==> src/design/blur_pkg.sv <==
`default_nettype none

package blur_pkg;

    // Pixel sample width
    localparam int PIXEL_W = 12;

    // Filter mode, sampled with the start-of-packet beat
    typedef enum logic [1:0] {
        MODE_BYPASS = 2'd0,
        MODE_BLUR3  = 2'd1,
        MODE_BLUR5  = 2'd2
    } kernel_mode_e;

    // 5x5 weight table, 1 2 3 2 1 / 2 3 4 3 2 / 3 4 4 4 3 / 2 3 4 3 2 / 1 2 3 2 1
    // Weight falls by one per step of Manhattan distance, capped at 4 in the middle
    function automatic logic [2:0] kernel_weight(input int row, input int col);
        int dr;
        int dc;
        int w;
        dr = (row > 2) ? row - 2 : 2 - row;
        dc = (col > 2) ? col - 2 : 2 - col;
        w = 5 - dr - dc;
        if (w > 4) begin
            w = 4;
        end
        return 3'(w);
    endfunction

    // Window radius per mode
    function automatic logic [1:0] mode_radius(input kernel_mode_e m);
        case (m)
            MODE_BLUR3: return 2'd1;
            MODE_BLUR5: return 2'd2;
            default:    return 2'd0;
        endcase
    endfunction

    // Normalising shift, log2 of the weight total
    function automatic logic [2:0] mode_shift(input kernel_mode_e m);
        case (m)
            MODE_BLUR3: return 3'd5;
            MODE_BLUR5: return 3'd6;
            default:    return 3'd0;
        endcase
    endfunction

endpackage

`default_nettype wire

==> src/design/frame_ctrl.sv <==
`timescale 1ns/1ps
`default_nettype none

module frame_ctrl #(
    parameter int IMG_WIDTH  = 16,
    parameter int IMG_HEIGHT = 8,
    localparam int ROW_W = $clog2(IMG_HEIGHT) + 2,
    localparam int COL_W = $clog2(IMG_WIDTH) + 2
) (
    input  wire logic                      clk,
    input  wire logic                      rst_n,
    input  wire logic                      snk_valid,
    input  wire logic                      snk_sop,
    input  wire logic                      snk_eop,
    input  wire logic                      src_ready,
    input  wire blur_pkg::kernel_mode_e    mode,
    output logic                           snk_ready,
    output logic                           advance,
    output logic [ROW_W-1:0]               wr_row,
    output logic [COL_W-1:0]               wr_col,
    output logic signed [ROW_W-1:0]        ctr_row,
    output logic signed [COL_W-1:0]        ctr_col,
    output logic                           ctr_valid,
    output logic                           out_sop,
    output logic                           out_eop,
    output blur_pkg::kernel_mode_e         frame_mode
);

    localparam logic [ROW_W-1:0] H_U = ROW_W'(IMG_HEIGHT);
    localparam logic [COL_W-1:0] W_U = COL_W'(IMG_WIDTH);

    typedef enum logic [1:0] {ST_IDLE, ST_STREAM, ST_FLUSH} state_e;

    state_e                   state;
    blur_pkg::kernel_mode_e   cur_mode;
    logic [1:0]               rad;
    logic [ROW_W-1:0]         rad_r;
    logic [ROW_W-1:0]         row_u;
    logic [COL_W-1:0]         rad_c;
    logic [COL_W-1:0]         col_u;
    logic                     flushing;
    logic                     snk_beat;
    logic                     col_wrap;
    logic                     in_frame;
    logic                     last_flush;
    logic                     frame_done;

    // Upstream is held off for the whole flush
    assign flushing  = state == ST_FLUSH;
    assign snk_ready = src_ready && !flushing;
    assign snk_beat  = snk_valid && snk_ready;
    assign advance   = snk_beat || (src_ready && flushing);

    // Sop beat already uses the mode it carries
    assign cur_mode = (snk_beat && snk_sop) ? mode : frame_mode;
    assign rad      = blur_pkg::mode_radius(cur_mode);
    assign rad_r    = ROW_W'(rad);
    assign rad_c    = COL_W'(rad);

    // Centre is R rows and R columns behind the write position
    // Negative rows wrap to large values and fail the range check
    assign col_wrap = wr_col < rad_c;
    assign col_u    = wr_col - rad_c + (col_wrap ? W_U : '0);
    assign row_u    = wr_row - rad_r - ROW_W'(col_wrap);
    assign in_frame = row_u < H_U && col_u < W_U;

    // Flush ends once position (H+R, R-1) is written
    assign last_flush = flushing && wr_row == H_U + rad_r && wr_col == rad_c - COL_W'(1);
    // Bypass needs no flush
    assign frame_done = last_flush || (snk_beat && snk_eop && rad == 2'd0);

    always_ff @(posedge clk) begin
        if (!rst_n) begin
            state      <= ST_IDLE;
            wr_row     <= '0;
            wr_col     <= '0;
            frame_mode <= blur_pkg::MODE_BYPASS;
        end else if (advance) begin
            if (snk_beat && snk_sop) begin
                frame_mode <= mode;
            end
            if (frame_done) begin
                state  <= ST_IDLE;
                wr_row <= '0;
                wr_col <= '0;
            end else begin
                if (snk_beat && snk_eop) begin
                    state <= ST_FLUSH;
                end else if (state == ST_IDLE) begin
                    state <= ST_STREAM;
                end
                // Raster order, flush beats run on past the last row
                if (wr_col == W_U - COL_W'(1)) begin
                    wr_col <= '0;
                    wr_row <= wr_row + ROW_W'(1);
                end else begin
                    wr_col <= wr_col + COL_W'(1);
                end
            end
        end
    end

    // Centre flags line up with the window loaded on the same edge
    always_ff @(posedge clk) begin
        if (!rst_n) begin
            ctr_valid <= 1'b0;
            out_sop   <= 1'b0;
            out_eop   <= 1'b0;
        end else if (src_ready) begin
            ctr_valid <= advance && in_frame;
            out_sop   <= advance && in_frame && row_u == '0 && col_u == '0;
            out_eop   <= advance && in_frame &&
                         row_u == H_U - ROW_W'(1) && col_u == W_U - COL_W'(1);
        end
    end

    always_ff @(posedge clk) begin
        if (advance) begin
            ctr_row <= $signed(row_u);
            ctr_col <= $signed(col_u);
        end
    end

endmodule

`default_nettype wire

==> config.mk <==
export PLATFORM = sky130hd
export DESIGN_NAME = frame_ctrl
export DESIGN_NICKNAME = d
export VERILOG_FILES = /design/src/design/blur_pkg.sv /design/src/design/frame_ctrl.sv
export SDC_FILE = /design/constraint.sdc
export NUM_CORES = 1
export LEC_CHECK = 0
export BUFFER_PORTS_ARGS = -buffer_cell sky130_fd_sc_hd__clkbuf_2
export CAP_MARGIN = 20
export CORE_UTILIZATION = 58
export CTS_CLUSTER_SIZE = 20
export DETAILED_ROUTE_END_ITERATION = 8
export PLACE_DENSITY = 0.84
export SLEW_MARGIN = 20
export SYNTH_ARGS = -nofsm -noshare
export SYNTH_HDL_FRONTEND = slang
export SYNTH_SLANG_ARGS = --single-unit
==> constraint.sdc <==
create_clock -name clk -period 11 [get_ports clk]
set_input_delay 1.1 -clock clk [delete_from_list [all_inputs] [get_ports clk]]
set_output_delay 1.1 -clock clk [all_outputs]
set_load 0.03 [all_outputs]
# ---- Word-level counts from Yosys, hierarchy flattened
# Cells that the tools add are included.
dict set report word_totals {
  regBits 29
  inputBits 8
  word_cells 63
}
dict set report classes {
  addsub 8
  order_cmp 3
  n_eq_ne 8
  mux 10
  n_reduce_logical 25
}
# cell n
set op_table {}
lappend op_table {{5-bit two-way mux} 3}
lappend op_table {{1-bit logical AND} 14}
lappend op_table {{6-bit by 4-bit equality test with 1-bit output (second input constant)} 2}
lappend op_table {{6-bit two-way mux} 2}
lappend op_table {{2-bit two-way mux} 4}
lappend op_table {{6-bit by 1-bit adder with 6-bit output (second input constant)} 1}
lappend op_table {{6-bit by 5-bit adder with 6-bit output} 1}
lappend op_table {{6-bit equality test} 1}
lappend op_table {{6-bit logical NOT} 1}
lappend op_table {{6-bit by 2-bit < comparator with 1-bit output} 1}
lappend op_table {{6-bit by 5-bit < comparator with 1-bit output (second input constant)} 1}
lappend op_table {{6-bit by 2-bit subtractor with 6-bit output} 1}
lappend op_table {{4-bit by 2-bit adder with 5-bit output (first input constant)} 1}
lappend op_table {{5-bit by 1-bit adder with 5-bit output (second input constant)} 1}
lappend op_table {{5-bit by 3-bit equality test with 1-bit output (second input constant)} 1}
lappend op_table {{5-bit equality test} 1}
lappend op_table {{5-bit logical NOT} 1}
lappend op_table {{5-bit by 4-bit < comparator with 1-bit output (second input constant)} 1}
lappend op_table {{5-bit by 1-bit subtractor with 5-bit output} 1}
lappend op_table {{5-bit by 2-bit subtractor with 5-bit output} 1}
lappend op_table {{2-bit equality test (second input constant)} 2}
lappend op_table {{2-bit logical NOT} 2}
lappend op_table {{2-bit case mux with 2 select lines} 1}
lappend op_table {{2-bit AND reduction} 2}
lappend op_table {{other kinds (6)} 7}

# ---- Logic depth before layout (Yosys ltp)
dict set report depth {
  word_depth 16
  depth_mapped 19
}

# ---- Worst setup path after synthesis
# OpenSTA, ideal clock, no wires.
dict set report synth_path {
  path_kind {input-to-reg}
  start {input port snk_valid}
  end {register out_eop}
  setup_time_ns 0.096
  arrival_time_ns 4.914
  path_slack_ns 5.990
  stages 18
  n_path_buf 0
  path_cell_list {nand2_1 nor2_1 nand2_1 mux2i_1 inv_1 ha_1 ha_1 fa_1 nand2b_1 nand3_1 fa_1 ha_1 or2_2 fa_1 nor3_1 xor2_1 or4_4 o41ai_2}
}
dict set report synth_between {
  word_cells_on_any_way 21
  cone_classes {4 x add/sub; 3 x order compare; 4 x eq/ne; 3 x mux; 7 x reduce/logical}
}
# element line
set synth_rtl {}
lappend synth_rtl {{from (decl)} frame_ctrl.sv:12} ;# input wire logic snk_valid,
lappend synth_rtl {{1-bit logical AND *} frame_ctrl.sv:51} ;# assign snk_beat = snk_valid && snk_ready;
lappend synth_rtl {{1-bit logical AND *} frame_ctrl.sv:55} ;# assign cur_mode = (snk_beat && snk_sop) ? mode : frame_mode;
lappend synth_rtl {{2-bit two-way mux *} --}
lappend synth_rtl {{named net cur_mode[0]} frame_ctrl.sv:35} ;# blur_pkg::kernel_mode_e cur_mode;
lappend synth_rtl {{2-bit equality test or 2-bit by 1-bit equality test with 1-bit output (tied branches)} blur_pkg.sv:32} ;# case (m)
lappend synth_rtl {{2-bit case mux with 2 select lines *} blur_pkg.sv:32}
lappend synth_rtl {{5-bit by 2-bit subtractor with 5-bit output or 6-bit by 2-bit < comparator with 1-bit output (tied branches)} {frame_ctrl.sv:64, frame_ctrl.sv:62}}
lappend synth_rtl {{5-bit by 1-bit subtractor with 5-bit output *} frame_ctrl.sv:64} ;# assign row_u = wr_row - rad_r - ROW_W'(col_wrap);
lappend synth_rtl {{named net row_u[4]} frame_ctrl.sv:38} ;# logic [ROW_W-1:0] row_u;
lappend synth_rtl {{5-bit by 4-bit < comparator with 1-bit output} frame_ctrl.sv:65} ;# assign in_frame = row_u < H_U && col_u < W_U;
lappend synth_rtl {{1-bit logical AND} frame_ctrl.sv:65}
lappend synth_rtl {{1-bit logical AND} frame_ctrl.sv:112} ;# out_eop <= advance && in_frame &&
lappend synth_rtl {{1-bit logical AND *} frame_ctrl.sv:112}
lappend synth_rtl {{1-bit logical AND *} frame_ctrl.sv:113} ;# row_u == H_U - ROW_W'(1) && col_u == W_U - COL_W'(1);
lappend synth_rtl {{to (signal assigned)} frame_ctrl.sv:112}
lappend synth_rtl {{to (decl)} frame_ctrl.sv:25} ;# output logic out_eop,
# The timed path passes the listed nets; every way through them passes the cells marked *.
# A chain may end at the register's enable or synchronous reset.

# ---- Worst setup path after layout
dict set report layout_path {
  start {input port src_ready}
  end {register out_eop}
}
dict set report layout_between {
  word_cells_on_any_way 23
  cone_classes {4 x add/sub; 3 x order compare; 4 x eq/ne; 3 x mux; 9 x reduce/logical}
}
# element line
set layout_rtl {}
lappend layout_rtl {{from (decl)} frame_ctrl.sv:15} ;# input wire logic src_ready,
lappend layout_rtl {{1-bit logical AND *} frame_ctrl.sv:50} ;# assign snk_ready = src_ready && !flushing;
lappend layout_rtl {{1-bit logical AND *} frame_ctrl.sv:51}
lappend layout_rtl {{1-bit logical AND *} frame_ctrl.sv:55}
lappend layout_rtl {{2-bit two-way mux *} --}
lappend layout_rtl {{named net cur_mode[0]} frame_ctrl.sv:35}
lappend layout_rtl {{2-bit equality test or 2-bit by 1-bit equality test with 1-bit output (tied branches)} blur_pkg.sv:32}
lappend layout_rtl {{2-bit case mux with 2 select lines *} blur_pkg.sv:32}
lappend layout_rtl {{5-bit by 2-bit subtractor with 5-bit output or 6-bit by 2-bit < comparator with 1-bit output (tied branches)} {frame_ctrl.sv:64, frame_ctrl.sv:62}}
lappend layout_rtl {{5-bit by 1-bit subtractor with 5-bit output *} frame_ctrl.sv:64}
lappend layout_rtl {{named net row_u[4]} frame_ctrl.sv:38}
lappend layout_rtl {{5-bit by 4-bit < comparator with 1-bit output} frame_ctrl.sv:65}
lappend layout_rtl {{1-bit logical AND} frame_ctrl.sv:65}
lappend layout_rtl {{1-bit logical AND} frame_ctrl.sv:112}
lappend layout_rtl {{1-bit logical AND *} frame_ctrl.sv:112}
lappend layout_rtl {{1-bit logical AND *} frame_ctrl.sv:113}
# Marks and branches as above.

==> metrics.yaml <==
outcome: "complete, but fails checks"
failed_checks: "DRC"
fp.dieW_um: 57.4
finalClockSkew_ps: 8.75
path_clk_slew_ps: 90
dieArea_um2: 3300
fill_cells: 218
synth_adder_area_share_pct: 16.4
regArea_um2: 691
max_cap_violations: 0
synth-seq-cells: 29
vdd_drop_max_mv: 0.0765
holdWs_ps: 489
grt_pass1_vias: 1443
fmax_mhz: 191
power_frac_comb_pct: 22.5
die_h_um: 57.4
crit_type: "primary input to flip-flop"
holdBufCountCts: 0
cts_made_buffers: 5
io_pins: 37
critical_path.max_fanout: 6
drcViolationCount: 3
coreArea_um2: 2830
cts_tree: "yes"
critPathRequiredTime_ps: 11240
ys.flop_type: "dfxtp_1"
num_rows: 19
post_cts_buffers: 0
finalCritPeriodShare_pct: 47.5
slew_headroom_pct: 47.4
synthMuxAreaShare_pct: 1.12
finalSetupViolCount: 0
slew_violations: 0
cts.sinks: 29
cts-root-buf: "clkbuf_4"
drtIter0Drc: 56
worst_pin_slew_ps: 789
synthSimpleGateAreaFrac_pct: 21.2
cts_htree_levels: 2
p_int_uw: 167
finalNonFillerCells: 259
drtPass1Iterations: 7
hold_viol_final: 0
cp.arrival_ps: 5460
final_nets: 256
grt_start_max_net_pins: 20
multi_input_area_um2: 993
vias_per_cell: 5.93
wl_per_cell_um: 15.0
dp_cells: 251
via_count: 1536
avgSynthCellArea_um2: 9.33
synth_xor_area_share_pct: 4.91
synth_compound_area_share_pct: 12.1
grt_usage_pct: 25.5
final_layout_size_suffix_gt1_share_pct: 22.4
power.share.sequential_pct: 49.8
min_period_ps: 5230
synth_edf_count: 11
yosysSeqAreaShare_pct: 38.7
tns_ps: 0
power.density_nw_per_um2: 119
insertion_delay_ps: 330
routabilityCongestion: 0.872
drt_wl_total_mm: 3.88
yosys_warnings: 0
post_cts_resized: 0
dpl.hpwl_mm: 2.96
ys_async_sr_fraction_pct: 0
syn-instance-count: 191
area_growth_pct: 13.9
start_util_pct: 63.0
utilization_pct: 71.8
synth_top_family_by_area: "simple AND/OR/NAND/NOR gates"
p_leak_uw: 0.000901
io_buffer_count: 36
yosysUniqueCellTypes: 43
endpoint_kind: "flip-flop"
synth_fp_nets: 220
cts_buffer_depth: 2
cp-start-kind: "primary input"
antenna_found_initial: 0
grt_pass1_wl_mm: 6.38
p_switching_uw: 74.6
netlist_area_um2: 1780
grt_setup_unrepaired: "no"
diodes: 0
hp-class: "flip-flop to flip-flop"
grt_remaining_overflow: 0
power_switching_share_pct: 30.9
ant_nets: 0
clkPwrFrac_pct: 27.7
==> final timing paths <==
path,start,to,slack [ps],cells past startpoint
max,src_ready,out_eop,5770,19
min,state[1],state[1],490,2
max reg2reg,state[0],out_eop,6160,18
min reg2reg,state[1],state[1],490,2
==> per-layer routing <==
layer  up-vias  share of wire, %  wire length (µm)  track usage [%]
met4         0               2.0                77             10.1
met2        54                50              1930             44.4
li1        755                 -                 -                -
met1       720                42              1650             29.5
met3         7               5.8               226             7.26
met5         -                 0                 0                0
==> power by group through the flow <==
stage	combinational [µW]	clock (µW)	sequential, µW
after detailed placement	53.8	0	123
after floorplan	30.8	0	131
after global placement	51.1	0	122
after global routing	59.1	71.9	121
final	54.3	66.7	120
after CTS	54.0	67.8	120
==> registers in the layout, summed over array words and instances (netlist names) <==
name / flops
ctr_col: 6
wr_col: 6
ctr_row: 5
wr_row: 5
frame_mode: 2
state: 2
ctr_valid: 1
out_eop: 1
out_sop: 1
==> synthesized netlist by cell type, types with 2 or more instances <==
cell,n,area share [%]
nor3_1,5,1.4
dfxtp_1,18,20
ha_1,17,12
a31oi_1,4,1.4
o31ai_1,2,0.84
o21ai_0,3,0.84
nand4_1,9,3.2
edfxtp_1,11,19
a21oi_1,9,2.5
nand3_1,9,2.5
nand3b_1,3,1.3
o22ai_1,2,0.70
buf_2,3,0.84
a21o_1,2,0.84
fa_1,4,4.5
xnor2_1,3,1.5
nor2_1,11,2.3
nand2_1,23,4.8
clkbuf_1,3,0.63
nor4_1,3,1.1
xor2_1,7,3.4
mux2i_1,2,1.1
inv_1,18,3.8
==> layout make-up <==
class	instances	share of cell area [%]
repair buffers	36	8.87
flip-flops and latches	29	34.0
multi-input cells	137	48.9
well taps	31	1.91
inverters	18	3.33
clock buffers	6	2.53
clock inverters	2	0.431
==> layout by cell type, fill, tap and decap left out, drive strengths merged, types with 2 or more instances in the layout <==
master	instances
fa	4
a21o	2
clkbuf	42
nor2	11
dfxtp	18
edfxtp	11
mux2i	2
or4	2
nand4	9
nor4	3
ha	17
inv	18
xor2	7
a21oi	10
o31ai	2
nand2	23
o21ai	5
clkinv	2
xnor2	3
nor3	5
nand3	9
a31oi	4
o22ai	2
nand3b	3
==> per-stage QoR <==
step | setup slack, ps | total power (µW) | instance area (µm²)
after floorplan | 5990 | 162 | 1780
after global routing | 5500 | 252 | 2030
after global placement | 5720 | 174 | 1970
after detailed placement | 5450 | 176 | 1970
after CTS | 5800 | 242 | 2030
final | 5770 | 241 | 2030
==> worst max-delay path: stages <==
cell and delay, ps:
clkbuf_2 140, nand2_1 80, nor2_1 130, nand2_1 120, mux2i_1 290, inv_1 80, ha_1 240, ha_1 230
fa_1 360, nand2b_1 140, nand3_1 120, fa_1 450, ha_1 200, or2_2 300, fa_1 400, nor3_1 200
xor2_1 130, or4_4 450, o41ai_2 290
==> logic make-up after synthesis <==
group           after synthesis
fa+ha+maj                    21
simple gates                 73
flops                        29
xor+xnor                     10
buf+inv                      25
compound gates               31
mux                           2
Note: power is estimated with default switching activity, not from simulation.
