`src/design/blur_pkg.sv`:
```
`default_nettype none

package blur_pkg;

    // Pixel sample width
    localparam int PIXEL_W = 12;

    // Filter mode, sampled with the start-of-packet beat
    typedef enum logic [1:0] {
        MODE_BYPASS = 2'd0,
        MODE_BLUR3  = 2'd1,
        MODE_BLUR5  = 2'd2
    } kernel_mode_e;

    // 5x5 weight table, 1 2 3 2 1 / 2 3 4 3 2 / 3 4 4 4 3 / 2 3 4 3 2 / 1 2 3 2 1
    // Weight falls by one per step of Manhattan distance, capped at 4 in the middle
    function automatic logic [2:0] kernel_weight(input int row, input int col);
        int dr;
        int dc;
        int w;
        dr = (row > 2) ? row - 2 : 2 - row;
        dc = (col > 2) ? col - 2 : 2 - col;
        w = 5 - dr - dc;
        if (w > 4) begin
            w = 4;
        end
        return 3'(w);
    endfunction

    // Window radius per mode
    function automatic logic [1:0] mode_radius(input kernel_mode_e m);
        case (m)
            MODE_BLUR3: return 2'd1;
            MODE_BLUR5: return 2'd2;
            default:    return 2'd0;
        endcase
    endfunction

    // Normalising shift, log2 of the weight total
    function automatic logic [2:0] mode_shift(input kernel_mode_e m);
        case (m)
            MODE_BLUR3: return 3'd5;
            MODE_BLUR5: return 3'd6;
            default:    return 3'd0;
        endcase
    endfunction

endpackage

`default_nettype wire

```
`src/design/line_buffer.sv`:
```
`timescale 1ns/1ps
`default_nettype none

module line_buffer #(
    parameter int IMG_WIDTH = 16,
    localparam int PTR_W = (IMG_WIDTH > 1) ? $clog2(IMG_WIDTH) : 1
) (
    input  wire logic                                 clk,
    input  wire logic                                 rst_n,
    input  wire logic                                 advance,
    input  wire logic [blur_pkg::PIXEL_W-1:0]         pixel,
    output logic      [4:0][blur_pkg::PIXEL_W-1:0]    column_data
);

    localparam logic [PTR_W-1:0] PTR_LAST = PTR_W'(IMG_WIDTH - 1);

    // Line 0 holds the row written one line ago, line 3 four lines ago
    logic [blur_pkg::PIXEL_W-1:0] line0 [IMG_WIDTH];
    logic [blur_pkg::PIXEL_W-1:0] line1 [IMG_WIDTH];
    logic [blur_pkg::PIXEL_W-1:0] line2 [IMG_WIDTH];
    logic [blur_pkg::PIXEL_W-1:0] line3 [IMG_WIDTH];

    // Column pointer, one step per accepted beat
    logic [PTR_W-1:0] col_ptr;

    // Stored column at the pointer plus the new pixel
    // Oldest row first, new pixel last
    assign column_data[0] = line3[col_ptr];
    assign column_data[1] = line2[col_ptr];
    assign column_data[2] = line1[col_ptr];
    assign column_data[3] = line0[col_ptr];
    assign column_data[4] = pixel;

    // The pointer runs free across frames
    // Each slot always holds the beat written IMG_WIDTH beats earlier,
    // so frame length need not be a multiple of the width
    always_ff @(posedge clk) begin
        if (!rst_n) begin
            col_ptr <= '0;
        end else if (advance) begin
            if (col_ptr == PTR_LAST) begin
                col_ptr <= '0;
            end else begin
                col_ptr <= col_ptr + PTR_W'(1);
            end
        end
    end

    // Push the column down by one line
    // Oldest sample drops out of line 3
    always_ff @(posedge clk) begin
        if (advance) begin
            line0[col_ptr] <= pixel;
            line1[col_ptr] <= line0[col_ptr];
            line2[col_ptr] <= line1[col_ptr];
            line3[col_ptr] <= line2[col_ptr];
        end
    end

endmodule

`default_nettype wire

```
`config.mk`:
```
export PLATFORM = sky130hd
export DESIGN_NAME = line_buffer
export DESIGN_NICKNAME = d
export VERILOG_FILES = /design/src/design/blur_pkg.sv /design/src/design/line_buffer.sv
export SDC_FILE = /design/constraint.sdc
export NUM_CORES = 1
export LEC_CHECK = 0
export BUFFER_PORTS_ARGS = -buffer_cell sky130_fd_sc_hd__buf_4
export CORE_MARGIN = 2
export CORE_UTILIZATION = 30
export CTS_BUF_LIST = sky130_fd_sc_hd__clkbuf_8 sky130_fd_sc_hd__clkbuf_16
export DETAILED_ROUTE_END_ITERATION = 8
export GPL_TIMING_DRIVEN = 1
export SETUP_SLACK_MARGIN = 0.2
export SYNTH_ARGS = -nofsm -noshare
export SYNTH_HDL_FRONTEND = slang
export SYNTH_SLANG_ARGS = --single-unit
export TNS_END_PERCENT = 100
```
`constraint.sdc`:
```
create_clock -name clk -period 6.99 [get_ports clk]
set_input_delay 2.097 -clock clk [delete_from_list [all_inputs] [get_ports clk]]
set_output_delay 2.097 -clock clk [all_outputs]
set_load 0.005 [all_outputs]
```
# ---- Word level (Yosys, flattened, before mapping)
# Memory sizes are Yosys's and may differ from the RTL's. A register that Yosys moved wholly into a read port is not among the register bits.
# Index checks and enable logic that the tools add are counted.
dict set report op_classes {
  n_addsub 1
  eq_ne 1
  muxes 11
}
# cell count
set ops {}
lappend ops {{4-bit 2-to-1 mux} 9}
lappend ops {{4-bit by 1-bit adder with 4-bit output (second input constant)} 1}
lappend ops {{4-bit == test (second input constant)} 1}
lappend ops {{1-bit 2-to-1 mux} 2}
dict set report totals {
  ff_bits 4
  ramBits 768
  in_bits 15
  output_inout_bits 60
  wordCells 18
  n_memories 4
}
# memory depth width rd rd_clocked_by_memory_dff wr line_no
set memory_table {}
lappend memory_table {line0 16 12 1 1 1 line_buffer.sv:18} ;# logic [blur_pkg::PIXEL_W-1:0] line0 [IMG_WIDTH];
lappend memory_table {line1 16 12 1 1 1 line_buffer.sv:19} ;# logic [blur_pkg::PIXEL_W-1:0] line1 [IMG_WIDTH];
lappend memory_table {line2 16 12 1 1 1 line_buffer.sv:20} ;# logic [blur_pkg::PIXEL_W-1:0] line2 [IMG_WIDTH];
lappend memory_table {line3 16 12 1 1 1 line_buffer.sv:21} ;# logic [blur_pkg::PIXEL_W-1:0] line3 [IMG_WIDTH];

# ---- Logic depth before layout (Yosys ltp)
# Gate-level depths: netlist (run 1).
dict set report logic_depth {
  word_depth 4
  ltp_mapped 6
  mapped_depth_nobuf 4
}

# ---- Least setup slack after synthesis (run 1)
# OpenSTA, ideal clock, no wires.
dict set report synth_timing {
  path_type {input port to output port}
  startpoint {input port pixel[0] (netlist name)}
  endpoint {output port column_data[48] (netlist name)}
  arrival_time_ps 2208
  required_time_ps 4893
  slack_ps 2685
  stages 1
  path_cell_list {buf_4}
}
# item line_no
set synth_lines {}
lappend synth_lines {{start, declared} line_buffer.sv:11} ;# input wire logic [blur_pkg::PIXEL_W-1:0] pixel,
lappend synth_lines {{end, declared} line_buffer.sv:12} ;# output logic [4:0][blur_pkg::PIXEL_W-1:0] column_data
# No word-level cell between the ends.

==> results.txt, run 1 <==
Number of vias in the routed layout - 13200
Critical path capture point type - primary output
Max-slew headroom at the worst pin - 28.3%
Global-route wire length before repair - 97400 um
Achievable clock frequency - 178 MHz
Final worst-path cycle share - 80.4%
Number of setup violations in the final report - 0
Final critical path time including I/O delays and setup - 5.62 ns
Clock Skews - 0.0264 ns
FF-to-FF path depth - 4
Share of synthesized flip-flops with an asynchronous set or reset - 0%
Flip-flop cell with the highest count after synthesis - edfxtp_1
Estimated wirelength of the detail-placed design - 33700 um
Share of total power in the clock network - 39.6%
Number of standard cells in the final layout excluding fillers - 2676
Post_cts resized - 0
Total negative slack for setup checks - 0 ns
Number of placed cells counting well taps - 2531
Internal power - 7.89 mW
First-pass iteration count of the detailed router - 5
Initial core utilization - 30.2%
Syn Std Cell Area - 29200 um2
Number of hold-repair buffers added at the cts stage - 0
Hold violation total from the final report - 0
Combinational group share of total power - 7.1%
CTS Buf Count - 79
Gate count of the mapped netlist - 1231
Total Nets Final - 1355
Net Count, Synth - 1250
Total wirelength of the detailed-routed design - 67400 um
Buffer type at the clock tree root - clkbuf_16
Start-to-end type of the worst setup path - flop to primary output
Die area - 99700 um2
Die Span Y - 316 um
Area growth, synth to finish - 15.6%
Result of the run - finished clean
Max-slew violation count - 0
Yosys reg bits - 776
Crit-path max FO - 59
Min setup slack post-route - 1.37 ns
Total setup buffers inserted after CTS - 0
Quantity of I/O buffers inserted on ports - 74
Count of max-cap constraint violations - 0
CTS tree - yes
Dominant cell by count in the synthesized netlist - edfxtp_1
Overall global routing resource usage - 13.6%
Count of cells along the worst hold path - 2
Number of global-route vias before repair - 14100
Total of warnings raised by yosys - 0
Pleak - 10.4 nW
Residual overflow from global routing - 0
Initial antenna violation count - 1
Sequential cell fraction of total power - 53.3%
Antenna Violating Nets Remaining - 0
Ranking of synthesized cells by instance count - edfxtp_1 (768), mux4_2 (192), a22oi_1 (96)
Total I/O pin count - 75
Cell type with the largest total area after synthesis - edfxtp_1
Clock-pin slew of the registers on the worst-case setup and hold paths - 0.06 ns
PnR Total Power - 10.0 mW
Number of buffers between clock root and the deepest sink - 3
Clk sink count - 776
Endpoint of the most critical register-to-register path - line3[11][7]
Horizontal die dimension - 316 um
Fraction of final layout cells sized beyond drive strength 1 - 29.7%
Number of enable flip-flop cells after synthesis - 768
Pwr Density - 298 nW/um2
Hold Startpoint - col_ptr[3]
Placement Rows - 114
Launching element type of the critical path - flop
Synth area leaders - edfxtp_1 (79%), mux4_2 (15%), a22oi_1 (2.5%)
Pre-CTS setup slack - 2.00 ns
Drt initial violations - 1363
Core Footprint - 96600 um2
Fraction of post-synthesis cell area in the top cell type by area - 79.1%
Largest net degree at the start of global routing - 60
Worst-case vdd ir drop - 0.167 mV
Tightest Hold Check Type - flop to flop
Switching part of the total power - 21.3%
Setup repair after global routing missed its margin - false
CP arrival - 3.52 ns
Total net switching power - 2.14 mW
H-Tree Depth - 3
Mean post-synth cell area - 23.7 um2
Data required, critical path - 4.89 ns
Average wire per cell in the routed design - 25.2 um
Least-Margin Pin Slew - 1.08 ns
Share of synthesized area occupied by flip-flops and latches - 79.7%
Via-per-instance ratio - 4.95
Clk Latency, worst-skew pair - 0.62 ns
Synth cell types - 24
Fillers - 8756
Setup slack of the most critical reg-to-reg path - 3.98 ns
Final Wtd Congestion - 0.697
DRC violations left - 0
## through the flow
step	hold WS (ns)	cell area [um2]	utilization [%]
floorplan	0.514	29200	-
global placement	0.569	31200	32.3
finish	0.589	33700	34.9
global route	0.622	33700	34.9
CTS	0.599	33700	34.9
detailed placement	0.593	31200	32.3
## flip-flops by register name (all words and copies together) (netlist names), named ones only
register and count:
line0 192, line1 192, line2 192, line3 192
col_ptr 4
## layer usage
layer / vias to the layer above / part of all wire (%) / track usage, %
li1: 5484 / - / -
met1: 7198 / 42 / 18.2
met2: 464 / 49 / 22.6
met3: 98 / 6.1 / 2.77
met4: 0 / 2.1 / 3.89
met5: - / 0 / 0
## cell usage in the layout, fill, tap and decap left out, types with 2 or more instances in the layout
cell,count
edfxtp_1,768
mux4_2,192
a22oi_1,96
buf_4,95
clkbuf_16,84
nand2_1,50
inv_1,25
clkinv_1,19
and2_4,16
clkinv_2,10
dfxtp_1,6
buf_12,5
ha_1,4
bufinv_16,3
nor2b_4,2
and3b_1,2
mux2i_1,2
nor2b_1,2
dfxtp_4,2
clkbuf_8,2
## layout make-up
class | instances | area [um2] | share of cell area [%]
Tap cell | 1276 | 1600 | 4.74
Antenna cell | 1 | 2.50 | 0.00743
Clock buffer | 86 | 2130 | 6.32
Sequential cell | 776 | 23200 | 69.0
Clock inverter | 58 | 330 | 0.981
Inverter | 2 | 7.51 | 0.0223
Multi-Input combinational cell | 377 | 5580 | 16.6
Timing Repair Buffer | 100 | 813 | 2.41
## power by group through the flow
| stage | combinational [mW] | clock [mW] | sequential, mW |
|---|---|---|---|
| 6_report | 0.714 | 3.97 | 5.35 |
| 5_1_grt | 0.783 | 4.21 | 5.35 |
| 4_1_cts | 0.737 | 4.04 | 5.35 |
| 3_5_place_dp | 0.736 | 0 | 5.45 |
| 3_3_place_gp | 0.714 | 0 | 5.44 |
| 2_1_floorplan | 0.449 | 0 | 5.42 |
## how the worst max path moves through the flow
stage / start / endpoint / slack, ns / depth (start not counted)
2_1_floorplan: pixel[0] / column_data[48] / 2.69 / 1
3_3_place_gp: flop / column_data[35] / 2.01 / 5
3_5_place_dp: flop / column_data[35] / 2.00 / 5
4_1_cts: flop / column_data[19] / 1.35 / 5
5_1_grt: flop / column_data[19] / 1.18 / 5
6_report: flop / column_data[19] / 1.37 / 5
## worst max-delay path, cell delays in order (launching register included)
cell     delay, ns
dfxtp_4       0.99
buf_4         0.58
mux4_2        0.40
a22oi_1       0.20
nand2_1       0.34
buf_4         0.28
## cells by family (layout without fill, tap and decap cells)
family	Yosys count	count (layout)	synth area share, %
other	0	1	0
muxes	194	194	14.9
buffers and inverters	78	246	1.43
AOI/OAI and AO/OA	100	100	2.55
and+or+nand+nor	78	78	1.25
xor gates and xnor gates	1	1	0.0301
adders and majority gates	4	4	0.172
DFF	776	776	79.7
Note: power is estimated with default switching activity, not from simulation.
==> run 2, diff against run 1 <==
- clock period: 6.99 -> 4.6 ns (I/O delays scaled with it)
==> results.txt, run 2 (synthesized netlist as in run 1, its figures left out) <==
DRC violations left - 0 (unchanged)
Start-to-end type of the worst setup path - flop to primary output
Total negative slack for setup checks - 0 ns (unchanged)
Largest net degree at the start of global routing - 49 (-18%)
Setup repair after global routing missed its margin - false
Count of cells along the worst hold path - 2 (unchanged)
Residual overflow from global routing - 0 (unchanged)
CP arrival - 2.83 ns (-0.69 ns)
Area growth, synth to finish - 16.3%
PnR Total Power - 15.1 mW (+50%)
Fillers - 8722 (-0.39%)
Number of global-route vias before repair - 14000 (-0.54%)
Crit-path max FO - 22 (-63%)
Hold Startpoint - col_ptr[3]
Overall global routing resource usage - 13.7% (+0.031 points)
Footprint of the multi-input gates - 5620 um2 (+0.85%)
Count of max-cap constraint violations - 0 (unchanged)
Max-slew headroom at the worst pin - 26.3% (-2.0 points)
Tightest Hold Check Type - flop to flop
Buffer type at the clock tree root - clkbuf_16
Clock-pin slew of the registers on the worst-case setup and hold paths - 0.06 ns (about the same)
Drt initial violations - 1239 (-9.1%)
Quantity of I/O buffers inserted on ports - 74 (unchanged)
Total setup buffers inserted after CTS - 0 (unchanged)
FF-to-FF path depth - 6 (+2)
Result of the run - finished clean
Final Wtd Congestion - 0.705 (+1.2%)
Number of setup violations in the final report - 0 (unchanged)
CTS Buf Count - 76 (-3.8%)
Final critical path time including I/O delays and setup - 4.21 ns
Number of hold-repair buffers added at the cts stage - 0 (unchanged)
Launching element type of the critical path - flop
Placement Rows - 114 (unchanged)
Pleak - 10.4 nW (+0.68%)
Estimated wirelength of the detail-placed design - 34200 um (+1.4%)
Ant diodes - 0 (-1)
Final worst-path cycle share - 91.5%
Data required, critical path - 3.22 ns (-1.67 ns)
Core Footprint - 96600 um2 (unchanged)
Pwr Density - 445 nW/um2 (+49%)
Least-Margin Pin Slew - 1.11 ns (+0.0307 ns)
Initial antenna violation count - 1 (unchanged)
CTS tree - yes
Number of buffers between clock root and the deepest sink - 3 (unchanged)
Achievable clock frequency - 238 MHz
Via-per-instance ratio - 4.87 (-1.5%)
Area used by sequential logic in the layout - 23200 um2 (unchanged)
Average wire per cell in the routed design - 25.1 um (-0.15%)
Clk sink count - 776 (unchanged)
Die area - 99700 um2 (unchanged)
Horizontal die dimension - 316 um (unchanged)
Critical path capture point type - primary output
Commonest non-fill, non-tap cell in the layout - edfxtp_1
Antenna Violating Nets Remaining - 0 (unchanged)
Total Nets Final - 1372 (+1.3%)
Total wirelength of the detailed-routed design - 67500 um (+0.15%)
Global-route wire length before repair - 97900 um (+0.57%)
Number of vias in the routed layout - 13100 (-1.2%)
First-pass iteration count of the detailed router - 5 (unchanged)
Initial core utilization - 30.2% (unchanged)
Clk Latency, worst-skew pair - 0.63 ns (about the same)
Hold violation total from the final report - 0 (unchanged)
Clock Skews - 0.0208 ns (-0.00557 ns)
Total I/O pin count - 75 (unchanged)
Endpoint of the most critical register-to-register path - line3[4][1]
Die Span Y - 316 um (unchanged)
Top library cells by usage in the layout, fill and taps aside - edfxtp_1 (768), mux4_2 (192), buf_4 (100), a22oi_1 (96), clkbuf_16 (79)
Worst-case vdd ir drop - 0.256 mV (+53%)
Fraction of final layout cells sized beyond drive strength 1 - 32.2% (+2.4 points)
Worst hold path endpoint - col_ptr[3]
Setup slack of the most critical reg-to-reg path - 2.14 ns (-1.84 ns)
H-Tree Depth - 3 (unchanged)
Max-slew violation count - 0 (unchanged)
[run 2: cell count changes in the layout (fill, tap and decap cells not counted), moves of 6 or more]
cell      change
nand2_1      -17
buf_12       +12
nand2_2      +16
clkinv_2      +6
clkinv_1      -6
[run 2: report_power, final]
group	internal [mW]	total [mW]	switching, mW
combinational	0.490	1.17	0.681
sequential	8.06	8.09	0.0312
clock	3.27	5.82	2.55
[run 2: worst max path at each step]
stage / to / slack (ns) / depth (start not counted)
after floorplan: line0[0][0] / 1.09 / 3
after global placement: column_data[32] / 0.77 / 6
after detailed placement: column_data[32] / 0.75 / 6
after CTS: column_data[32] / 0.20 / 6
after global routing: column_data[29] / 0.20 / 6
final: column_data[42] / 0.39 / 6
[run 2: repair_timing]
action,4_1_cts,5_1_grt
cloned,0,0
endpoints found under the setup margin,6,17
gates resized for setup,4,17
[run 2: worst max-delay path: stages (launching register included)]
cell	delay [ns]
dfxtp_4	0.59
buf_12	0.24
buf_12	0.16
mux4_2	0.29
a22oi_1	0.19
nand2_1	0.41
buf_4	0.32
[run 2: area by class of cell]
cell class                      instances  area share, %
Inverter                                2         0.0221
Clock inverter                         54          0.982
Multi-Input combinational cell        377           16.6
Clock buffer                           79           5.83
Tap cell                             1276           4.71
Sequential cell                       776           68.5
Timing Repair Buffer                  120           3.37
[run 2: per-layer routing]
layer | part of all wire (%) | vias to the layer above | GRT usage (%)
met3 | 5.6 | 90 | 2.82
met5 | 0 | - | 0
met2 | 51 | 389 | 23.3
met4 | 1.8 | 0 | 3.29
met1 | 41 | 7094 | 17.9
li1 | - | 5509 | -
[run 2: metrics by stage]
stage / setup slack (ns) / hold slack (ns) / utilization (%) / instances / instance area [um2]
after floorplan: 1.09 / 0.514 / - / 1231 / 29200
after global placement: 0.774 / 0.577 / 32.7 / 2551 / 31500
after detailed placement: 0.747 / 0.581 / 32.7 / 2551 / 31500
after CTS: 0.202 / 0.593 / 35.1 / 2684 / 33900
after global routing: 0.200 / 0.630 / 35.1 / 2684 / 33900
final: 0.390 / 0.591 / 35.1 / 2684 / 33900
