$ cat config.mk
export PLATFORM = sky130hd
export DESIGN_NAME = blur_kernel
export DESIGN_NICKNAME = d
export VERILOG_FILES = /design/src/design/blur_pkg.sv /design/src/design/blur_kernel.sv
export SDC_FILE = /design/constraint.sdc
export NUM_CORES = 1
export LEC_CHECK = 0
export ABC_CLOCK_PERIOD_IN_PS = 10100
export BUFFER_PORTS_ARGS = -buffer_cell sky130_fd_sc_hd__clkbuf_2
export CELL_PAD_IN_SITES_DETAIL_PLACEMENT = 1
export CELL_PAD_IN_SITES_GLOBAL_PLACEMENT = 1
export CORE_MARGIN = 3
export CORE_UTILIZATION = 25
export DETAILED_ROUTE_END_ITERATION = 8
export GPL_ROUTABILITY_DRIVEN = 1
export PLACE_DENSITY_LB_ADDON = 0.25
export SLEW_MARGIN = 20
export SYNTH_ARGS = -nofsm -noshare
export SYNTH_HDL_FRONTEND = slang
export SYNTH_SLANG_ARGS = --single-unit
$ cat constraint.sdc
create_clock -name clk -period 10.1 [get_ports clk]
set_input_delay 1.515 -clock clk [delete_from_list [all_inputs] [get_ports clk]]
set_output_delay 1.515 -clock clk [all_outputs]
set_load 0.01 [all_outputs]
$ cat src/design/blur_pkg.sv
`default_nettype none

package blur_pkg;

    // Pixel sample width
    localparam int PIXEL_W = 12;

    // Filter mode, sampled with the start-of-packet beat
    typedef enum logic [1:0] {
        MODE_BYPASS = 2'd0,
        MODE_BLUR3  = 2'd1,
        MODE_BLUR5  = 2'd2
    } kernel_mode_e;

    // 5x5 weight table, 1 2 3 2 1 / 2 3 4 3 2 / 3 4 4 4 3 / 2 3 4 3 2 / 1 2 3 2 1
    // Weight falls by one per step of Manhattan distance, capped at 4 in the middle
    function automatic logic [2:0] kernel_weight(input int row, input int col);
        int dr;
        int dc;
        int w;
        dr = (row > 2) ? row - 2 : 2 - row;
        dc = (col > 2) ? col - 2 : 2 - col;
        w = 5 - dr - dc;
        if (w > 4) begin
            w = 4;
        end
        return 3'(w);
    endfunction

    // Window radius per mode
    function automatic logic [1:0] mode_radius(input kernel_mode_e m);
        case (m)
            MODE_BLUR3: return 2'd1;
            MODE_BLUR5: return 2'd2;
            default:    return 2'd0;
        endcase
    endfunction

    // Normalising shift, log2 of the weight total
    function automatic logic [2:0] mode_shift(input kernel_mode_e m);
        case (m)
            MODE_BLUR3: return 3'd5;
            MODE_BLUR5: return 3'd6;
            default:    return 3'd0;
        endcase
    endfunction

endpackage

`default_nettype wire

$ cat src/design/blur_kernel.sv
`timescale 1ns/1ps
`default_nettype none

module blur_kernel (
    input  wire logic                                      clk,
    input  wire logic                                      rst_n,
    input  wire logic                                      src_ready,
    input  wire logic [4:0][4:0][blur_pkg::PIXEL_W-1:0]    win_pixels,
    input  wire logic                                      win_valid,
    input  wire logic                                      win_sop,
    input  wire logic                                      win_eop,
    input  wire blur_pkg::kernel_mode_e                    win_mode,
    output logic                                           src_valid,
    output logic                                           src_sop,
    output logic                                           src_eop,
    output logic      [blur_pkg::PIXEL_W-1:0]              src_data
);

    // Weight total 64 adds six bits of headroom
    localparam int SUM_W = blur_pkg::PIXEL_W + 6;

    logic [4:0][SUM_W-1:0]           row_sum_c;
    logic [SUM_W-1:0]                total_c;
    logic [SUM_W-1:0]                shifted_c;

    // Stage 1 registers
    logic [4:0][SUM_W-1:0]           s1_row;
    logic [blur_pkg::PIXEL_W-1:0]    s1_centre;
    blur_pkg::kernel_mode_e          s1_mode;
    logic                            s1_valid;
    logic                            s1_sop;
    logic                            s1_eop;

    // Stage 2 registers
    logic [SUM_W-1:0]                s2_total;
    logic [blur_pkg::PIXEL_W-1:0]    s2_centre;
    blur_pkg::kernel_mode_e          s2_mode;
    logic                            s2_valid;
    logic                            s2_sop;
    logic                            s2_eop;

    // Weighted row sums
    // 3x3 mode keeps only the inner taps, whose weights total 32
    always_comb begin
        logic use_tap;
        for (int i = 0; i < 5; i++) begin
            row_sum_c[i] = '0;
            for (int j = 0; j < 5; j++) begin
                use_tap = (win_mode == blur_pkg::MODE_BLUR5) ||
                          (win_mode == blur_pkg::MODE_BLUR3 &&
                           i >= 1 && i <= 3 && j >= 1 && j <= 3);
                if (use_tap) begin
                    row_sum_c[i] = row_sum_c[i] +
                        SUM_W'(blur_pkg::kernel_weight(i, j)) * SUM_W'(win_pixels[i][j]);
                end
            end
        end
    end

    assign total_c = s1_row[0] + s1_row[1] + s1_row[2] + s1_row[3] + s1_row[4];

    // Divide by the weight total
    assign shifted_c = s2_total >> blur_pkg::mode_shift(s2_mode);

    // Datapath, all stages hold while the sink stalls
    always_ff @(posedge clk) begin
        if (src_ready) begin
            s1_row    <= row_sum_c;
            s1_centre <= win_pixels[2][2];
            s2_total  <= total_c;
            s2_centre <= s1_centre;
            // Bypass returns the centre tap untouched
            if (s2_mode == blur_pkg::MODE_BYPASS) begin
                src_data <= s2_centre;
            end else begin
                src_data <= shifted_c[blur_pkg::PIXEL_W-1:0];
            end
        end
    end

    // Valid, packet tags and mode travel with the sum
    always_ff @(posedge clk) begin
        if (!rst_n) begin
            s1_valid  <= 1'b0;
            s1_sop    <= 1'b0;
            s1_eop    <= 1'b0;
            s1_mode   <= blur_pkg::MODE_BYPASS;
            s2_valid  <= 1'b0;
            s2_sop    <= 1'b0;
            s2_eop    <= 1'b0;
            s2_mode   <= blur_pkg::MODE_BYPASS;
            src_valid <= 1'b0;
            src_sop   <= 1'b0;
            src_eop   <= 1'b0;
        end else if (src_ready) begin
            s1_valid  <= win_valid;
            s1_sop    <= win_sop;
            s1_eop    <= win_eop;
            s1_mode   <= win_mode;
            s2_valid  <= s1_valid;
            s2_sop    <= s1_sop;
            s2_eop    <= s1_eop;
            s2_mode   <= s1_mode;
            src_valid <= s2_valid;
            src_sop   <= s2_sop;
            src_eop   <= s2_eop;
        end
    end

endmodule

`default_nettype wire

== Yosys cells after proc, flatten, opt, wreduce, memory -nomap -nowiden ==
Cells that the tools add are included.
Cells by class
  $add $sub $neg: 24
  multipliers: 9
  eq/ne operators: 4
  shift-type cells: 1
  mux-type cells: 28
  reduce and logical (&&, ||, !) cells: 2
Operators by type and width (number)
  $mux W18: 20
  $add A18 B14 Y18: 8
  $mul A2 B12 Y14 const A: 8
  $add A18 B13 Y18: 4
  $add A18 B18 Y18: 4
  $add A18 B12 Y18: 2
  $mux W12: 3
  $add A13 B14 Y15: 2
  $add A12 B13 Y14: 2
  $mux W13: 2
  $add A18 B15 Y18: 1
  $shr A18 B3 Y12: 1
  $add A14 B14 Y15: 1
  $mul A3 B12 Y15: 1
  $mux W14: 1
  $pmux W3 S2: 1
  $eq A2 B1 Y1 const B: 2
  $eq A2 B2 Y1 const B: 2
  $mux W3: 1
  $logic_not A2 Y1: 1
  $logic_or A1 B1 Y1: 1
Word-level totals
  register bits: 157
  input port bits: 308
  output and inout port bits: 15
  word-level logic and storage cells: 88

== Depth between registers and ports, before layout ==
Gate-level depths: netlist of run 1.
  word-level depth: 10
  gate-level depth with buffers: 41

== Worst setup path before layout of run 1 ==
Ideal clock, no wire load.
  path kind: input to register
  start point: input win_mode[0]
  end point: register s1_row[33] in the netlist's numbering, data pin
  library setup time: 0.265 ns
  data arrival time: 8.101 ns
  setup slack: 1.734 ns
  stages on the path: 38
  path through: inv_1 -> ha_1 -> clkbuf_1 -> clkbuf_1 -> and2_1 -> fa_1 -> ha_1 -> inv_1 -> fa_1 -> o21ai_0 -> ha_1 -> a21oi_1 -> o21ai_0 -> o21a_1 -> nor2_1 -> nor2b_1 -> o21ai_0 -> nor2b_1 -> [2 not listed] -> fa_1 -> inv_1 -> ha_1 -> and3_1 -> a21oi_1 -> inv_1 -> a41oi_2 -> nor2b_1 -> xnor2_1 -> inv_1 -> o21ai_0 -> ha_1 -> nor2_1 -> nor2b_1 -> o21ai_0 -> a221oi_1 -> nor4b_1 -> xnor2_1
RTL lines
  start, declared: line blur_kernel.sv:12  | input wire blur_pkg::kernel_mode_e win_mode,
  end signal, assigned: line blur_kernel.sv:68  | s1_row <= row_sum_c;
  end, declared: line blur_kernel.sv:27  | logic [4:0][SUM_W-1:0] s1_row;

==> results_dict.tcl, run 1 <==
set metrics [dict create \
    status "finished clean" \
    yosys.area_share.simple_pct 14.86 \
    track_usage_pct 14.89 \
    cts_made_buffers 17 \
    place_congestion 0.7924 \
    die_area_sq_um 93790 \
    path_buf_inv 6 \
    avgSynthCellArea_sq_um 8.821 \
    finalSetupViolCount 0 \
    critical-path-top-delay-family "adder cells" \
    p_switching_w 0.002867 \
    hold_buffers 0 \
    r2r_slack_ns 5.31 \
    rr_endpoint "s2_total[17]$_DFFE_PP_" \
    wl_per_cell_microns 17.23 \
    power_density_nw_per_um2 236.0 \
    grt_use_met2_pct 27.43 \
    postRouteAntennaNets 0 \
    clk_path_buf_depth 2 \
    std_cell_rows 109 \
    arrival_ns 8.90 \
    setup_tns_ns 0 \
    max_slew.worst_pin.slew_ns 0.9461 \
    power_frac_comb_pct 72.3 \
    worstSetupStartpointType "input port" \
    peakVddDrop_v 0.0001831 \
    hold_path_end "s2_centre[4]$_DFFE_PP_" \
    drv_slew 0 \
    drive_gt1_share_pct 14.70 \
    htree_levels 4 \
    synth_top_area_share_pct 18.92 \
    routed_wl_microns 69540 \
    ys_ff_latch 155 \
    firstDrtPassIters 5 \
    hold_ws_ns 0.4175 \
    clkPwrFrac_pct 10.0 \
    grt_overflow 0 \
    multi_input_area_sq_um 16840 \
    max_cap_violations 0 \
    pre_cts_slack_ns 0.9360 \
    yosysWarnings 0 \
    cellLeakagePower_nw 11.93 \
    viasPerCell 4.686 \
    power_w 0.006155 \
    numClockSinks 155 \
    num_vias 18910 \
    antenna_found_initial 11 \
    nets 3610 \
    synth_compound_area_share_pct 19.44 \
    period_needed_ns 8.693 \
    async_flop_share_pct 0 \
    synthTopCellsByArea "edfxtp_1 19%, ha_1 17%, fa_1 13%" \
    syn2layout_area_growth_pct 15.72 \
    finClkSkew_ns 0.01419 \
    crit_path_frequent_cell "inv_1" \
    path_max_fanout 26 \
    dp_hpwl_microns 60560 \
    synth_top_family_by_area "adder cells" \
    intPower_w 0.003288 \
    synthMuxAreaShare_pct 2.737 \
    fillers 10590 \
    timing.final.ws_setup_ns 1.407 \
    slew_headroom_pct 36.26 \
    r2r-start "s1_row[19]$_DFFE_PP_" \
    grt_pass1_vias 19920 \
    placed_area_sq_um 25530 \
    fin_crit_sh_pct 86.07 \
    top_usage_layer "met2" \
    finish.instance_area_sq_um 26080 \
    holdPathStages 0 \
    cp_slowest_stage_delay_ns 0.52 \
    synthCells 2555 \
    cts_tree "built" \
    worstHoldPathType "reg -> reg" \
    pwr-share-seq_pct 17.7 \
    coreArea_sq_um 88920 \
    ys_seq_area_share_pct 20.08 \
    synth_xor_area_share_pct 7.689 \
    die_h_microns 306.2 \
    cts_resized 0 \
    rsz0062_at_grt "no" \
    path_clk_slew_ns 0.06 \
    critPathRequiredTime_ns 10.30 \
    hold_viol 0 \
    start_util_pct 25.34 \
    synth_area_sq_um 22540 \
    drc 0 \
    cp.depth 39 \
    grt_util_met3_pct 2.031 \
    final-seq-area_sq_um 4524 \
    fmax_mhz 115.0 \
    end_kind "flip-flop" \
    r2r_cells 17 \
    synth_top_area_cell "edfxtp_1" \
    drt_iter0_drc 670 \
    hp-start "s1_centre[4]$_DFFE_PP_" \
    postCtsSetupBuffers 0 \
    synth_edf_count 142 \
    synth-adder-area-share_pct 29.86 \
    clk_latency_ns 0.46 \
    ys_types 81 \
    worstSetupPathType "in -> reg" \
    die_width_microns 306.2 \
    ys.flop_type "edfxtp_1" \
    grt_max_degree 88 \
    boundaryPins 323 \
    grtUsageMet1_pct 18.48 \
    portBuffers 322 \
    crit_slowest_cell "fa_1" \
    ctsRootBufferMaster "clkbuf_16" \
    p_sw_share_pct 46.58 \
    grt_pass1_wl_microns 110000 \
]
==> state kept, by name, indices dropped and copies added, names as in the netlist, 2 cells and up <==
register   flops
s2_mode        2
s1_mode        2
s1_centre     12
s1_row        88
src_data      12
s2_centre     12
s2_total      18
==> worst max-delay path by stage <==
stage,startpoint,endpoint
after floorplan,win_mode[0],s1_row[33]$_DFFE_PP_
after global placement,win_pixels[121],s1_row[51]$_DFFE_PP_
after detailed placement,win_pixels[121],s1_row[51]$_DFFE_PP_
after CTS,win_pixels[121],s1_row[51]$_DFFE_PP_
after global routing,win_pixels[121],s1_row[51]$_DFFE_PP_
final,win_mode[0],s1_row[33]$_DFFE_PP_
==> power groups by stage <==
stage / Clock (W) / Sequential, W / Combinational (W)
after floorplan: 0 / 0.00107 / 0.00336
final: 0.000616 / 0.00109 / 0.00445
after detailed placement: 0 / 0.00111 / 0.00450
after global placement: 0 / 0.00111 / 0.00446
after global routing: 0.000664 / 0.00111 / 0.00515
after CTS: 0.000650 / 0.00110 / 0.00453
==> placed cells by master (no fill, tap or decap), drive strengths merged, types with 54 or more instances in the layout <==
cell type	n
o21ai	201
ha	301
inv	262
xnor2	112
nor3	70
edfxtp	142
a21oi	184
xor2	85
nand2	165
clkbuf	341
and2	84
nor2	184
fa	148
nor2b	54
==> worst reg2reg max path, stage by stage (launching register included) <==
cell      delay [ns]
edfxtp_1        0.45
fa_1            0.50
fa_1            0.50
inv_1           0.05
fa_1            0.43
inv_1           0.06
ha_1            0.16
inv_1           0.07
fa_1            0.45
nor2b_1         0.12
o21ai_0         0.10
a21boi_0        0.35
o211ai_1        0.17
a21oi_1         0.23
nor3_1          0.13
nor3_1          0.31
nor2_1          0.12
a211oi_1        0.36
==> cell usage after synthesis (all sizes together) (7+ instances only) <==
cell	instances
xor2	85
mux2	24
a31oi	11
nor3b	7
a211o	8
nand2	165
a21boi	27
a41oi	7
or2	11
and2	84
ha	301
nor2	184
o31a	10
o21ai	201
nor2b	54
nor3	70
dfxtp	13
a21oi	184
nand3	38
and3	18
a31o	11
o21bai	38
nand2b	21
fa	148
or3	18
o21a	31
a211oi	30
inv	262
xnor2	112
edfxtp	142
o2111ai	7
o41ai	8
o211ai	12
nand4	9
o31ai	18
buf	9
a21o	51
mux2i	32
clkbuf	48
==> layout make-up <==
class / instances / share of cell area [%]
antenna: 6 / 0.05757
tap: 1165 / 5.589
clock buffer: 20 / 1.674
inverter: 263 / 3.790
multi-input combinational: 2084 / 64.57
timing repair buffer: 332 / 6.587
clock inverter: 10 / 0.3886
sequential: 155 / 17.35
==> routing by layer <==
layer  vias to the layer above  part of all wire [%]
met4                         6                   1.1
met5                         -                 0.055
met1                      9105                    45
met2                       174                    51
met3                        41                   2.7
li1                       9584                     -
==> stage by stage <==
step | util, % | std cells
2_1_floorplan | - | 2559
3_3_place_gp | 28.71 | 3999
3_5_place_dp | 28.71 | 3999
4_1_cts | 29.31 | 4029
5_1_grt | 29.32 | 4031
6_report | 29.33 | 4035
==> kinds of logic (layout without fill, tap and decap cells) <==
family / Yosys count / after routing
AOI/OAI and AO/OA: 686 / 686
DFF: 155 / 155
muxes: 57 / 57
xor gates and xnor gates: 197 / 197
buffers and inverters: 320 / 625
other: 1 / 11
adders and majority gates: 449 / 449
and+or+nand+nor: 690 / 690
Note: power is estimated with default switching activity, not from simulation.
==> run 2: changes to the inputs <==
PLACE_DENSITY_LB_ADDON = 0.05   (was 0.25)
==> run 2 against run 1 <==
  * Sequential share of layout area fell by 0.084 points
  * Highest routed layer unchanged
  * Global-route usage rose by 1.2 points
  * Largest power group unchanged
  * Total power rose by 2.0%
==> results_dict.tcl, run 2 (same netlist as run 1, synthesis figures left out) <==
set metrics [dict create \
    worstSetupPathType "in -> reg" \
    finClkSkew_ns 0.01946 \
    grt_pass1_vias 21000 \
    place_congestion 0.7953 \
    slew_headroom_pct 38.37 \
    layout_common_cells "321 x clkbuf_2, 300 x ha_1, 261 x inv_1, 193 x o21ai_0, 184 x nor2_1" \
    worstHoldPathType "reg -> reg" \
    cts_resized 0 \
    nets 3616 \
    rsz0062_at_grt "no" \
    crit_slowest_cell "fa_1" \
    cts_made_buffers 17 \
    wl_per_cell_microns 18.58 \
    crit_path_frequent_cell "a21oi_1" \
    placed_area_sq_um 25560 \
    postRouteAntennaNets 0 \
    clk_path_buf_depth 2 \
    top_register "s1_row" \
    routed_wl_microns 75080 \
    power_w 0.006275 \
    critPathRequiredTime_ns 10.34 \
    period_needed_ns 8.852 \
    cp_slowest_stage_delay_ns 0.44 \
    finalSetupViolCount 0 \
    r2r_cells 17 \
    multi_input_area_sq_um 16840 \
    boundaryPins 323 \
    cts_tree "built" \
    drt_iter0_drc 567 \
    drv_slew 0 \
    finish.instance_area_sq_um 26210 \
    die_area_sq_um 93790 \
    drive_gt1_share_pct 15.18 \
    track_usage_pct 16.06 \
    top_regs "s1_row x88, s2_total x18" \
    start_util_pct 25.34 \
    dp_hpwl_microns 64950 \
    hold_buffers 0 \
    grt_pass1_wl_microns 118400 \
    peakVddDrop_v 0.0002167 \
    cellLeakagePower_nw 12.00 \
    holdPathStages 0 \
    largest_reg_flops 88 \
    numClockSinks 155 \
    setup_tns_ns 0 \
    syn2layout_area_growth_pct 16.28 \
    viasPerCell 4.710 \
    fillers 10610 \
    drc 0 \
    die_h_microns 306.2 \
    path_clk_slew_ns 0.08 \
    fin_crit_sh_pct 87.64 \
    max_slew.worst_pin.slew_ns 0.9244 \
    clk_latency_ns 0.46 \
    firstDrtPassIters 4 \
    fmax_mhz 113.0 \
    ctsRootBufferMaster "clkbuf_16" \
    hold_viol 0 \
    arrival_ns 9.09 \
    layout_commonest_cell "clkbuf_2" \
    final-seq-area_sq_um 4524 \
    status "finished clean" \
    grt_max_degree 90 \
    std_cell_rows 109 \
    num_vias 19030 \
    end_kind "flip-flop" \
    portBuffers 322 \
    power_density_nw_per_um2 239.5 \
    htree_levels 4 \
    postCtsSetupBuffers 0 \
    die_width_microns 306.2 \
    max_cap_violations 0 \
    path_max_fanout 4 \
    antenna_found_initial 7 \
    coreArea_sq_um 88920 \
    grt_overflow 0 \
    worstSetupStartpointType "input port" \
]
==> run 2: changes by cell type in the layout (fill, tap and decap cells not counted), sizes merged <==
cell / delta
buf: +6
inv: +5
clkbuf: -3
clkinv: +3
bufinv: -2
diode: -2
clkinvlp: -1
==> run 2: path summary, 6_finish.rpt <==
kind	endpoint	slack, ns	from
worst max-delay path	s1_row[51]$_DFFE_PP_	1.25	win_pixels[120]
worst min-delay path	s2_centre[11]$_DFFE_PP_	0.42	s1_centre[11]$_DFFE_PP_
worst max register to register	s2_total[17]$_DFFE_PP_	5.24	s1_row[19]$_DFFE_PP_
worst min register to register	s2_centre[11]$_DFFE_PP_	0.42	s1_centre[11]$_DFFE_PP_
==> run 2: where the power goes <==
group          switching [W]  total (W)  internal (W)
clock               0.000343   0.000685      0.000342
sequential         0.0000929    0.00110       0.00101
combinational        0.00255    0.00449       0.00194
==> run 2: cell type report <==
type | count | area share (%)
sequential | 155 | 17.26
inverter | 263 | 3.772
antenna | 4 | 0.03820
clock inverter | 15 | 0.8069
multi-input combinational | 2084 | 64.25
timing repair buffer | 338 | 6.679
clock buffer | 17 | 1.623
tap | 1165 | 5.562
==> run 2: metal layers <==
metal	routed length, microns	track usage (%)
met1	35210	20.81
met5	11	0
met4	715	2.355
met2	37560	29.32
met3	1583	1.672
==> run 2: per-stage QoR <==
stage | setup slack [ns] | std cells | utilization, % | hold WS (ns)
6_report | 1.248 | 4041 | 29.47 | 0.4190
5_1_grt | 0.4337 | 4038 | 29.46 | 0.4266
4_1_cts | 1.208 | 4037 | 29.46 | 0.4188
3_5_place_dp | 0.7184 | 4005 | 28.74 | 0.4062
3_3_place_gp | 0.9323 | 4005 | 28.74 | 0.4041
2_1_floorplan | 1.734 | 2559 | - | 0.4003
==> run 2: critical path, delay by kind of cell <==
family | cells | cell delay, ns
AOI/OAI and AO/OA | 16 | 2.62
xor gates and xnor gates | 2 | 0.32
buffers and inverters | 2 | 0.18
adders and majority gates | 8 | 2.61
and+or+nand+nor | 9 | 1.85
